$ cat config.mk
export PLATFORM = sky130hd
export DESIGN_NAME = posMapPlb
export DESIGN_NICKNAME = d
export VERILOG_FILES = /design/src/common/posMapPkg.sv /design/src/common/leafLookupIf.sv /design/src/logic/leafPrng.sv /design/src/logic/lookupControl.sv /design/src/logic/posMapPlb.sv /design/src/plb/leafBuffer.sv /design/src/posMap/onChipPosMap.sv
export SDC_FILE = /design/constraint.sdc
export NUM_CORES = 1
export LEC_CHECK = 0
export ABC_AREA = 0
export BUFFER_PORTS_ARGS = -buffer_cell sky130_fd_sc_hd__buf_2
export CORE_ASPECT_RATIO = 0.7
export CORE_MARGIN = 2
export CORE_UTILIZATION = 44
export DETAILED_ROUTE_END_ITERATION = 8
export GPL_TIMING_DRIVEN = 1
export PLACE_DENSITY_LB_ADDON = 0.08
export SLEW_MARGIN = 15
export SYNTH_ARGS = -nofsm -noshare
export SYNTH_HDL_FRONTEND = slang
export SYNTH_SLANG_ARGS = --single-unit
$ cat constraint.sdc
create_clock -name Clock -period 2.72 [get_ports Clock]
set_input_delay 0.408 -clock Clock [delete_from_list [all_inputs] [get_ports Clock]]
set_output_delay 0.408 -clock Clock [all_outputs]
set_load 0.02 [all_outputs]
$ cat src/common/posMapPkg.sv
`default_nettype none

package posMapPkg;

    // ====================
    // Command codes
    // ====================
    localparam int CmdWidth = 2;

    localparam logic [CmdWidth-1:0] CmdUpdate = 2'd0;     // Read old leaf, install random leaf
    localparam logic [CmdWidth-1:0] CmdRead = 2'd1;
    localparam logic [CmdWidth-1:0] CmdRefill = 2'd2;     // Line arrives in beats
    localparam logic [CmdWidth-1:0] CmdInitRefill = 2'd3; // Line installed as uninitialised

    // ====================
    // Default sizes
    // ====================
    localparam int DefLeafWidth = 8;
    localparam int DefAddrWidth = 8;
    localparam int DefPosMapStart = 224;  // First address held on chip
    localparam int DefLineCount = 8;
    localparam int DefLeafsPerLine = 2;

    // Entry word, LeafWidth+1 bits wide
    //   [LeafWidth]     valid, 0 means uninitialised
    //   [LeafWidth-1:0] leaf label
    // A line in the leaf buffer packs LeafsPerLine entries, slot 0 lowest

endpackage

`default_nettype wire

$ cat src/common/leafLookupIf.sv
`timescale 1ns/1ns
`default_nettype none

interface leafLookupIf #(
    parameter int LeafWidth = 8,
    parameter int AddrWidth = 8,
    parameter int LeafsPerLine = 2
);
    // Request side
    logic req;                                  // One-cycle pulse
    logic [posMapPkg::CmdWidth-1:0] cmd;
    logic [AddrWidth-1:0] addr;
    logic [LeafWidth-1:0] newLeaf;
    logic initReq;                              // Map clearing only
    logic [AddrWidth-1:0] initAddr;

    // Result side
    logic resultValid;                          // One-cycle pulse
    logic hit;
    logic [LeafWidth:0] entry;
    logic busy;
    logic evict;                                // Buffer only
    logic [AddrWidth-1:0] evictAddr;
    logic [LeafsPerLine*(LeafWidth+1)-1:0] evictLine;

    modport control (
        output req, cmd, addr, newLeaf, initReq, initAddr,
        input resultValid, hit, entry, busy, evict, evictAddr, evictLine
    );

    modport posMapSide (
        input req, cmd, addr, newLeaf, initReq, initAddr,
        output resultValid, hit, entry, busy
    );

    modport plbSide (
        input req, cmd, addr, newLeaf,
        output resultValid, hit, entry, busy, evict, evictAddr, evictLine
    );

endinterface

`default_nettype wire

$ cat src/logic/leafPrng.sv
`timescale 1ns/1ns
`default_nettype none

module leafPrng #(
    parameter int LeafWidth = 8
) (
    input wire Clock,
    input wire rstN,
    input wire leafTake,
    output logic [LeafWidth-1:0] leafValue
);
    logic [15:0] lfsr;
    logic feedback;

    // Fibonacci taps 16, 14, 13, 11 for a maximal sequence
    assign feedback = lfsr[15] ^ lfsr[13] ^ lfsr[12] ^ lfsr[10];

    always_ff @(posedge Clock or negedge rstN) begin
        if (!rstN) begin
            lfsr <= 16'hace1;       // Any nonzero seed
        end else if (leafTake) begin
            lfsr <= {lfsr[14:0], feedback};
        end
    end

    assign leafValue = lfsr[LeafWidth-1:0];

endmodule

`default_nettype wire

$ cat src/logic/lookupControl.sv
`timescale 1ns/1ns
`default_nettype none

module lookupControl #(
    parameter int LeafWidth = 8,
    parameter int AddrWidth = 8,
    parameter int PosMapStart = 224,
    parameter int LeafsPerLine = 2
) (
    input wire Clock,
    input wire rstN,
    input wire cmdValid,
    output logic cmdReady,
    input wire [posMapPkg::CmdWidth-1:0] cmd,
    input wire [AddrWidth-1:0] addr,
    output logic valid,
    input wire outReady,
    output logic hit,
    output logic unInit,
    output logic [LeafWidth-1:0] oldLeaf,
    output logic [LeafWidth-1:0] newLeaf,
    output logic evict,
    output logic [AddrWidth-1:0] evictAddr,
    output logic [LeafsPerLine*(LeafWidth+1)-1:0] evictLine,
    input wire [LeafWidth-1:0] leafValue,
    output logic leafTake,
    leafLookupIf.control posMapLink,
    leafLookupIf.control plbLink
);
    localparam int EntryCount = (2 ** AddrWidth) - PosMapStart;

    logic accept;
    logic inFlight;
    logic reqPulse;
    logic onChip;
    logic initActive;
    logic [AddrWidth-1:0] initCount;
    logic [posMapPkg::CmdWidth-1:0] cmdReg;
    logic [AddrWidth-1:0] addrReg;
    logic partResult;
    logic partHit;
    logic [LeafWidth:0] partEntry;
    logic updateHit;

    // One command in flight, none while the map is cleared
    assign cmdReady = !initActive && !inFlight && !posMapLink.busy && !plbLink.busy;
    assign accept = cmdValid && cmdReady;

    // ====================
    // Link requests
    // ====================
    assign posMapLink.req = reqPulse && onChip;
    assign posMapLink.cmd = cmdReg;
    assign posMapLink.addr = addrReg - AddrWidth'(PosMapStart);  // Map-relative
    assign posMapLink.newLeaf = leafValue;
    assign posMapLink.initReq = initActive;
    assign posMapLink.initAddr = initCount;

    assign plbLink.req = reqPulse && !onChip;
    assign plbLink.cmd = cmdReg;
    assign plbLink.addr = addrReg;
    assign plbLink.newLeaf = leafValue;
    assign plbLink.initReq = 1'b0;     // Buffer is never cleared
    assign plbLink.initAddr = '0;

    // Combined result
    assign partResult = posMapLink.resultValid || plbLink.resultValid;
    assign partHit = posMapLink.resultValid ? posMapLink.hit : plbLink.hit;
    assign partEntry = posMapLink.resultValid ? posMapLink.entry : plbLink.entry;
    assign updateHit = partResult && partHit && cmdReg == posMapPkg::CmdUpdate;
    assign leafTake = updateHit;       // Leaf consumed as it is written back

    always_ff @(posedge Clock or negedge rstN) begin
        if (!rstN) begin
            initActive <= 1'b1;
            initCount <= '0;
            inFlight <= 1'b0;
            reqPulse <= 1'b0;
            valid <= 1'b0;
        end else begin
            if (initActive) begin
                initCount <= initCount + 1'b1;
                if (initCount == AddrWidth'(EntryCount - 1)) begin
                    initActive <= 1'b0;
                end
            end
            reqPulse <= accept;
            if (accept) begin
                inFlight <= 1'b1;
            end else if (valid && outReady) begin
                inFlight <= 1'b0;
            end
            if (partResult) begin
                valid <= 1'b1;
            end else if (outReady) begin
                valid <= 1'b0;
            end
        end
    end

    // ====================
    // Command and output registers
    // ====================
    always_ff @(posedge Clock) begin
        if (accept) begin
            cmdReg <= cmd;
            addrReg <= addr;
            onChip <= addr >= AddrWidth'(PosMapStart);
        end
        if (partResult) begin
            hit <= partHit;
            unInit <= partHit && !partEntry[LeafWidth];
            oldLeaf <= partEntry[LeafWidth-1:0];
            newLeaf <= updateHit ? leafValue : partEntry[LeafWidth-1:0];
            evict <= plbLink.resultValid && plbLink.evict;
            evictAddr <= plbLink.evictAddr;
            evictLine <= plbLink.evictLine;
        end
    end

    // Each result answers the one pending command
    assert property (@(posedge Clock) disable iff (!rstN)
        partResult |-> inFlight && !valid &&
            !(posMapLink.resultValid && plbLink.resultValid))
        else $error("result without a pending command");

    // Result held until the consumer takes it
    assert property (@(posedge Clock) disable iff (!rstN)
        valid && !outReady |=> valid &&
            $stable({hit, unInit, oldLeaf, newLeaf, evict, evictAddr, evictLine}))
        else $error("output changed under back-pressure");

endmodule

`default_nettype wire

$ cat src/logic/posMapPlb.sv
`timescale 1ns/1ns
`default_nettype none

module posMapPlb #(
    parameter int LeafWidth = posMapPkg::DefLeafWidth,
    parameter int AddrWidth = posMapPkg::DefAddrWidth,
    parameter int PosMapStart = posMapPkg::DefPosMapStart,
    parameter int LineCount = posMapPkg::DefLineCount,
    parameter int LeafsPerLine = posMapPkg::DefLeafsPerLine
) (
    input wire Clock,
    input wire rstN,
    // Command
    input wire cmdValid,
    output logic cmdReady,
    input wire [posMapPkg::CmdWidth-1:0] cmd,
    input wire [AddrWidth-1:0] addr,
    // Refill beats
    input wire refillValid,
    input wire [LeafWidth:0] refillData,
    // Result
    output logic valid,
    input wire outReady,
    output logic hit,
    output logic unInit,
    output logic [LeafWidth-1:0] oldLeaf,
    output logic [LeafWidth-1:0] newLeaf,
    output logic evict,
    output logic [AddrWidth-1:0] evictAddr,
    output logic [LeafsPerLine*(LeafWidth+1)-1:0] evictLine
);
    logic [LeafWidth-1:0] leafValue;
    logic leafTake;

    leafLookupIf #(
        .LeafWidth(LeafWidth), .AddrWidth(AddrWidth), .LeafsPerLine(LeafsPerLine)
    ) posMapLink ();

    leafLookupIf #(
        .LeafWidth(LeafWidth), .AddrWidth(AddrWidth), .LeafsPerLine(LeafsPerLine)
    ) plbLink ();

    lookupControl #(
        .LeafWidth(LeafWidth),
        .AddrWidth(AddrWidth),
        .PosMapStart(PosMapStart),
        .LeafsPerLine(LeafsPerLine)
    ) control (
        .Clock(Clock), .rstN(rstN),
        .cmdValid(cmdValid), .cmdReady(cmdReady), .cmd(cmd), .addr(addr),
        .valid(valid), .outReady(outReady), .hit(hit), .unInit(unInit),
        .oldLeaf(oldLeaf), .newLeaf(newLeaf),
        .evict(evict), .evictAddr(evictAddr), .evictLine(evictLine),
        .leafValue(leafValue), .leafTake(leafTake),
        .posMapLink(posMapLink.control), .plbLink(plbLink.control)
    );

    onChipPosMap #(
        .LeafWidth(LeafWidth), .AddrWidth(AddrWidth), .PosMapStart(PosMapStart)
    ) posMap (
        .Clock(Clock), .rstN(rstN), .link(posMapLink.posMapSide)
    );

    leafBuffer #(
        .LeafWidth(LeafWidth),
        .AddrWidth(AddrWidth),
        .LineCount(LineCount),
        .LeafsPerLine(LeafsPerLine)
    ) plb (
        .Clock(Clock), .rstN(rstN), .link(plbLink.plbSide),
        .refillValid(refillValid), .refillData(refillData)
    );

    leafPrng #(
        .LeafWidth(LeafWidth)
    ) prng (
        .Clock(Clock), .rstN(rstN), .leafTake(leafTake), .leafValue(leafValue)
    );

endmodule

`default_nettype wire

$ cat src/plb/leafBuffer.sv
`timescale 1ns/1ns
`default_nettype none

module leafBuffer #(
    parameter int LeafWidth = 8,
    parameter int AddrWidth = 8,
    parameter int LineCount = 8,
    parameter int LeafsPerLine = 2
) (
    input wire Clock,
    input wire rstN,
    leafLookupIf.plbSide link,
    input wire refillValid,
    input wire [LeafWidth:0] refillData
);
    localparam int EntryWidth = LeafWidth + 1;
    localparam int LineWidth = LeafsPerLine * EntryWidth;
    localparam int OffsetWidth = $clog2(LeafsPerLine);
    localparam int IndexWidth = $clog2(LineCount);
    localparam int TagWidth = AddrWidth - IndexWidth - OffsetWidth;

    logic [LineWidth-1:0] lines [LineCount];
    logic [TagWidth-1:0] tags [LineCount];
    logic [LineCount-1:0] lineValid;

    logic [TagWidth-1:0] inTag;
    logic [IndexWidth-1:0] inIndex;
    logic [OffsetWidth-1:0] inOffset;
    logic [TagWidth-1:0] reqTag;
    logic [IndexWidth-1:0] reqIndex;
    logic [OffsetWidth-1:0] reqOffset;
    logic reqUpdate;
    logic refillOpen;
    logic [OffsetWidth-1:0] beatCount;
    logic lookup;
    logic initRefill;
    logic tagMatch;
    logic beatTake;
    logic lastBeat;
    logic writeBack;

    // Address split into tag, index and slot
    assign inTag = link.addr[AddrWidth-1 -: TagWidth];
    assign inIndex = link.addr[OffsetWidth +: IndexWidth];
    assign inOffset = link.addr[OffsetWidth-1:0];

    assign lookup = link.req &&
        (link.cmd == posMapPkg::CmdRead || link.cmd == posMapPkg::CmdUpdate);
    assign initRefill = link.req && link.cmd == posMapPkg::CmdInitRefill;
    assign tagMatch = lineValid[inIndex] && tags[inIndex] == inTag;
    assign beatTake = refillOpen && refillValid;
    assign lastBeat = beatTake && beatCount == OffsetWidth'(LeafsPerLine - 1);
    assign writeBack = link.resultValid && reqUpdate && link.hit;

    assign link.busy = refillOpen || (link.resultValid && reqUpdate);

    // ====================
    // Line state
    // ====================
    always_ff @(posedge Clock or negedge rstN) begin
        if (!rstN) begin
            lineValid <= '0;
            refillOpen <= 1'b0;
            beatCount <= '0;
            link.resultValid <= 1'b0;
        end else begin
            link.resultValid <= lookup || initRefill || lastBeat;
            if (link.req && link.cmd == posMapPkg::CmdRefill) begin
                refillOpen <= 1'b1;
                beatCount <= '0;
            end else if (beatTake) begin
                beatCount <= beatCount + 1'b1;
                if (lastBeat) begin
                    refillOpen <= 1'b0;
                end
            end
            if (initRefill) begin
                lineValid[inIndex] <= 1'b1;
            end else if (lastBeat) begin
                lineValid[reqIndex] <= 1'b1;
            end
        end
    end

    // ====================
    // Lines, tags, result
    // ====================
    always_ff @(posedge Clock) begin
        if (link.req) begin
            reqTag <= inTag;
            reqIndex <= inIndex;
            reqOffset <= inOffset;
            reqUpdate <= link.cmd == posMapPkg::CmdUpdate;
            link.hit <= lookup && tagMatch;
            link.entry <= (lookup && tagMatch) ?
                lines[inIndex][inOffset*EntryWidth +: EntryWidth] : '0;
            // Old line captured before a refill overwrites it
            link.evict <= !lookup && lineValid[inIndex];
            link.evictAddr <= {tags[inIndex], inIndex, {OffsetWidth{1'b0}}};
            link.evictLine <= lines[inIndex];
        end
        if (initRefill) begin
            lines[inIndex] <= '0;
            tags[inIndex] <= inTag;
        end
        if (beatTake) begin
            lines[reqIndex][beatCount*EntryWidth +: EntryWidth] <= refillData;
        end
        if (lastBeat) begin
            tags[reqIndex] <= reqTag;
        end
        if (writeBack) begin
            lines[reqIndex][reqOffset*EntryWidth +: EntryWidth] <= {1'b1, link.newLeaf};
        end
    end

    assert property (@(posedge Clock) disable iff (!rstN) refillValid |-> refillOpen)
        else $error("refill beat without an open refill");

endmodule

`default_nettype wire

$ cat src/posMap/onChipPosMap.sv
`timescale 1ns/1ns
`default_nettype none

module onChipPosMap #(
    parameter int LeafWidth = 8,
    parameter int AddrWidth = 8,
    parameter int PosMapStart = 224
) (
    input wire Clock,
    input wire rstN,
    leafLookupIf.posMapSide link
);
    localparam int EntryCount = (2 ** AddrWidth) - PosMapStart;
    localparam int IndexWidth = $clog2(EntryCount);

    logic [LeafWidth:0] entries [EntryCount];

    logic [IndexWidth-1:0] reqIndex;
    logic reqUpdate;
    logic writeBack;

    // Update writes its new leaf on the edge after the result
    assign writeBack = link.resultValid && reqUpdate;

    assign link.busy = writeBack;
    assign link.hit = 1'b1;     // Every on-chip address is present

    always_ff @(posedge Clock or negedge rstN) begin
        if (!rstN) begin
            link.resultValid <= 1'b0;
        end else begin
            link.resultValid <= link.req;
        end
    end

    // ====================
    // Entry RAM
    // ====================
    always_ff @(posedge Clock) begin
        if (link.req) begin
            link.entry <= entries[link.addr[IndexWidth-1:0]];
            reqIndex <= link.addr[IndexWidth-1:0];
            reqUpdate <= link.cmd == posMapPkg::CmdUpdate;
        end
        if (link.initReq) begin
            entries[link.initAddr[IndexWidth-1:0]] <= '0;   // Back to uninitialised
        end else if (writeBack) begin
            entries[reqIndex] <= {1'b1, link.newLeaf};
        end
    end

    // Lookups wait until clearing has finished
    assert property (@(posedge Clock) disable iff (!rstN) !(link.req && link.initReq))
        else $error("posMap lookup during clearing");

endmodule

`default_nettype wire

**Word level (Yosys, flattened, before mapping)**

Memories as Yosys holds them, arrays and structs flattened. A register that Yosys moved wholly into a read port is not among the register bits.
Cells that the tools add are included.

- Bitwise operators: 23
- Magnitude comparators: 5
- Mux-type cells: 58
- Shift operators: 5
- Reductions and logical operators: 44
- $mul: 3
- Equality and inequality tests: 5
- Divide/modulo/power cells: 0
- $add $sub $neg: 5

Operator list:

| operator | number |
|---|---|
| negator 5 -> 34 bit | 2 |
| variable shift 9 x 34 -> 18 bit (first input constant) | 2 |
| variable part select 9 x 34 -> 18 bit | 2 |
| 2-to-1 mux 1 bit | 45 |
| 2-to-1 mux 18 bit | 2 |
| logical AND 1 bit | 24 |
| 2-to-1 mux 8 bit | 3 |
| 2-to-1 mux 9 bit | 2 |
| OR 1 bit | 18 |
| variable part select 18 x 6 -> 9 bit | 1 |
| OR 8 bit | 2 |
| multiplier 1 x 4 -> 5 bit (second input constant) | 3 |
| nonzero test 2 bit | 5 |
| OR reduction 9 bit | 1 |
| adder 8 x 1 -> 8 bit (second input constant) | 1 |
| equality test 8 x 5 -> 1 bit (second input constant) | 1 |
| greater-or-equal comparator 8 bit (second input constant) | 1 |
| < comparator 3 x 4 -> 1 bit (second input constant) | 2 |
| zero test 1 bit | 7 |
| demux 1 bit (select 3 bit) | 2 |
| greater-or-equal comparator 3 x 1 -> 1 bit (second input constant) | 2 |
| 2-to-1 mux 3 bit | 2 |
| logical OR 1 bit | 5 |
| 2-to-1 mux 5 bit | 1 |
| 9 further kinds | 12 |

- RAM bits: 464
- Bits in registers: 146
- Input port bits: 24
- Memory bits (read-only): 0
- Latch bits: 0
- Output and inout port bits: 47
- Memories: 3

Memory list:

| memory | words | bits a word | rd ports | clocked after memory_dff | wr ports | line | RTL |
|---|---|---|---|---|---|---|---|
| posMap.entries | 32 | 9 | 1 | 1 | 1 | onChipPosMap.sv:16 | `logic [LeafWidth:0] entries [EntryCount];` |
| plb.lines | 8 | 18 | 1 | 1 | 2 | leafBuffer.sv:22 | `logic [LineWidth-1:0] lines [LineCount];` |
| plb.tags | 8 | 4 | 1 | 1 | 2 | leafBuffer.sv:23 | `logic [TagWidth-1:0] tags [LineCount];` |

**Depth between registers and ports, before layout**

- Depth in word-level cells: 7
- Gate-level depth with buffers: 8

**By module**

Synthesis repeated with hierarchy kept, for this count alone.

- Cell total of the unflattened synthesis: 1472
- Area, all modules: 25570.8 sq um

Modules (own cells, without submodules):

| module | times used | area each (sq um) | sequential area each (sq um) | cells each |
|---|---|---|---|---|
| onChipPosMap | 1 | 11791.3 | 9123.8 | 497 |
| leafBuffer | 1 | 10322.4 | 6821.5 | 768 |
| lookupControl | 1 | 2717.6 | 1983.2 | 160 |
| leafPrng | 1 | 735.7 | 410.4 | 46 |
| posMapPlb | 1 | 3.8 | 0.0 | 1 |

**Least setup slack after synthesis**

OpenSTA, ideal clock, no wires.

- Path type: register to register
- From: register control.onChip
- To: memory plb.lines[6][0] in the netlist's numbering (enable)
- Period minus slack after synthesis: 2865 ps
- Buffers on the path: 0
- Arrival time: 2530 ps
- Slack: -145 ps
- Data required time: 2385 ps
- Stages on the path, launching flop included: 7
- Cells stage by stage: edfxtp_1 nand2b_1 inv_1 nand3_1 nor2_1 nand2_1 nand2_1

RTL lines:

| item | line | RTL |
|---|---|---|
| start: declaration | lookupControl.sv:35 | `logic onChip;` |
| start signal: assignment | lookupControl.sv:108 | `onChip <= addr >= AddrWidth'(PosMapStart);` |
| end: declaration | leafBuffer.sv:22 |  |

**Worst setup path in the final report**

- From: register posMap.link.resultValid
- To: output port cmdReady

- Cells in the longest elaborated chain, start to end: 4

RTL lines:

| item | line | RTL |
|---|---|---|
| start: declaration | leafLookupIf.sv:33 | `output resultValid, hit, entry, busy` |
| start signal: assignment | onChipPosMap.sv:32 | `link.resultValid <= link.req;` |
| logical AND 1 bit | onChipPosMap.sv:23 | `assign writeBack = link.resultValid && reqUpdate;` |
| zero test 1 bit | lookupControl.sv:46 | `assign cmdReady = !initActive && !inFlight && !posMapLink.busy && !plbLink.busy;` |
| logical AND 1 bit (2 in series) | lookupControl.sv:46 |  |
| end: declaration | posMapPlb.sv:15 | `output logic cmdReady,` |

Every way passes these cells.

==> flow_summary.json <==
{
  "layout_commonest_cell": "edfxtp_1",
  "final_core_util_pct": 51.8,
  "die-width_um": 290,
  "synth-edff-count": 576,
  "area_growth_pct": 16.7,
  "slew_headroom_pct": 22.6,
  "crit_type": "flip-flop to output port",
  "synth_top_cells_by_area": "edfxtp_1 69%, mux4_2 11%, mux2_2 3.4%, dfrtp_1 3.1%, nor2_1 2.9%",
  "cp.required_ps": 2310,
  "grt.total_usage_pct": 22.7,
  "insertion_delay_ps": 620,
  "ys_types": 56,
  "critPathCaptureType": "output port",
  "critPathMaxFanout": 12,
  "synth_seq_cells": 619,
  "arrival_ps": 2160,
  "min_period_ps": 2570,
  "hold_class": "primary input to flip-flop",
  "slew_violations": 0,
  "placed_cell_area_um2": 27200,
  "max-vdd-ir-drop_mv": 0.432,
  "drive_gt1_share_pct": 28.9,
  "grt_max_degree": 44,
  "drtIter0Drc": 1636,
  "avgSynthCellArea_um2": 17.2,
  "syn-num-nets": 1486,
  "synth.top_cell.area_share_pct": 68.8,
  "power.share.sequential_pct": 46.9,
  "totalPowerFinal_uw": 24800,
  "cts_setup_buffers": 0,
  "portBuffers": 69,
  "ant_nets": 0,
  "stdcell_area_um2": 29400,
  "skew_ps": 17.7,
  "viasPerCell": 5.72,
  "p_sw_share_pct": 27.1,
  "h-tree-depth": 2,
  "yosys_warnings": 0,
  "die_area_um2": 59100,
  "cts_buffers": 60,
  "gp_congestion": 0.862,
  "layout_setup_ws_ps": 150,
  "rows": 73,
  "num_vias": 14100,
  "ys_dominant_reg_cell": "edfxtp_1",
  "tightest_slew_ps": 1160,
  "hold_viol_final": 0,
  "start_util_pct": 44.4,
  "grt_pass1_wl_mm": 95.9,
  "timing.fmax_ghz": 0.389,
  "n_fill_cell": 4637,
  "dieHeight_um": 204,
  "nets": 1685,
  "pwr-share-comb_pct": 17.4,
  "power.internal_uw": 18100,
  "start_kind": "flip-flop",
  "wirelength_mm": 66.2,
  "cts_tree": "done",
  "status": "complete, no violations",
  "ios": 71,
  "clock_path_buffers": 3,
  "clk_pin_slew_ps": 60,
  "postCtsResizedCells": 0,
  "synthArstFlopShare_pct": 6.46,
  "netlist_instances": 1461,
  "cts_root_buf": "clkbuf_16",
  "place_ws_ps": 226,
  "final_cell_mix": "576 x edfxtp_1, 197 x nor2_1, 143 x nand2_1, 120 x mux4_2, 109 x buf_4",
  "antenna_found_initial": 4,
  "power_frac_clock_pct": 35.7,
  "grt_pass1_vias": 13800,
  "leakage_uw": 0.0104,
  "cts_sinks": 619,
  "powerDensity_nw_per_um2": 844,
  "synth-seq-area-share_pct": 73.1,
  "tns_ps": 0,
  "wire_per_inst_um": 26.9,
  "overflow": 0,
  "grt_setup_unrepaired": "no",
  "dr.pass1.iters": 5,
  "drc": 0,
  "core_area_um2": 56600,
  "setup_viol": 0,
  "yosys.area.top_type": "edfxtp_1",
  "period_share_pct": 94.5,
  "reg2reg_slack_ps": 190,
  "dpl.hpwl_mm": 44.4,
  "switchingPower_uw": 6710,
  "synth_area_um2": 25100,
  "maxCapViolCount": 0
}
## final timing paths
path | startpoint | cells after the start | to
max | posMap.link.resultValid | 5 | cmdReady
min | cmdValid | 3 | control.reqPulse
max reg2reg | control.posMapLink.initReq | 6 | posMap.entries[19][6]
min in group asynchronous | rstN | 2 | prng.lfsr[14]
min reg2reg | plb.link.evictLine[8] | 0 | control.evictLine[8]
max in group asynchronous | rstN | 2 | plb.link.resultValid
## per-stage QoR
| stage | std cells | hold slack, ps |
|---|---|---|
| after detailed placement | 2336 | 405 |
| after global routing | 2461 | 184 |
| after CTS | 2461 | 143 |
| after floorplan | 1461 | 112 |
| final | 2462 | 184 |
| after global placement | 2336 | 402 |
## power groups by stage
stage	clock (µW)	combinational [µW]	sequential (µW)
floorplan	0	2490	11800
global placement	0	4260	11800
detailed placement	0	4290	11800
CTS	9000	4320	11600
global route	9360	4610	11700
finish	8850	4310	11600
## routing by layer
layer / vias up / routed length, µm / track usage (%)
met5: - / 0 / 0
met4: 0 / 1040 / 4.74
met3: 76 / 5650 / 5.15
met2: 539 / 26600 / 29.6
met1: 7388 / 32900 / 38.2
li1: 6076 / - / -
## logic make-up (layout without fill, tap and decap cells)
logic type / Yosys count / count (layout) / share of synthesized area (%)
DFF: 619 / 619 / 73.1
and+or+nand+nor: 431 / 431 / 7.41
muxes: 218 / 218 / 15.0
AOI/OAI and AO/OA: 101 / 101 / 2.64
buffers and inverters: 77 / 327 / 1.35
xor gates and xnor gates: 13 / 13 / 0.453
adders and majority gates: 1 / 1 / 0.0498
other: 1 / 2 / 0.0149
## critical path, cell delays in order, from the launching register on
cell and delay (ps):
dfrtp_1 380, buf_4 200, a221o_1 340, nor3_1 240, buf_4 220, buf_2 170
## cell usage after synthesis, types with 3 or more instances
| master | count |
|---|---|
| mux2i_1 | 21 |
| and3_1 | 11 |
| buf_1 | 4 |
| edfxtp_1 | 576 |
| dfxtp_1 | 3 |
| nor3b_1 | 13 |
| clkbuf_1 | 32 |
| inv_1 | 15 |
| dfstp_2 | 9 |
| o22ai_1 | 3 |
| mux2_2 | 76 |
| nand2_1 | 143 |
| nand4_1 | 4 |
| mux4_2 | 120 |
| and2_1 | 14 |
| buf_2 | 20 |
| a22oi_1 | 3 |
| nor2b_1 | 8 |
| nor3_1 | 14 |
| a221oi_1 | 10 |
| a22o_1 | 12 |
| nor2_1 | 197 |
| nand2b_1 | 7 |
| buf_4 | 5 |
| nand3_1 | 5 |
| o21bai_1 | 3 |
| xnor2_1 | 10 |
| a21o_1 | 3 |
| nand3b_1 | 6 |
| dfrtp_1 | 31 |
| a21oi_1 | 23 |
| o21ai_1 | 6 |
| xor2_1 | 3 |
| o21ai_0 | 26 |
## layout make-up
cell class | count | area (µm²) | area share [%]
clock buffer | 77 | 1620 | 5.51
multi-input combinational | 765 | 6450 | 22.0
tap | 750 | 938 | 3.20
timing repair buffer | 199 | 1460 | 4.99
sequential | 619 | 18400 | 62.6
inverter | 15 | 60.1 | 0.205
clock inverter | 36 | 454 | 1.55
antenna | 1 | 2.50 | 0.00852
## what timing repair did
| item | 4_1_cts | 5_1_grt |
|---|---|---|
| hold buffers | 12 | 0 |
| endpoints found under the setup margin | 0 | 0 |
| hold endpoints to repair | 42 | 0 |
## registers in the layout, indices dropped and copies added (netlist names), 4 cells and up, named ones only
name	flops
posMap.entries	288
plb.lines	144
plb.tags	32
control.evictLine	18
plb.link.evictLine	18
prng.lfsr	16
plb.link.entry	9
posMap.link.entry	9
control.newLeaf	8
control.oldLeaf	8
control.plbLink.addr	8
control.posMapLink.initAddr	8
plb.lineValid	8
control.evictAddr	7
plb.link.evictAddr	5
posMap.reqIndex	5
plb.reqTag	4
No activity file was read; power rests on OpenSTA's default activity.
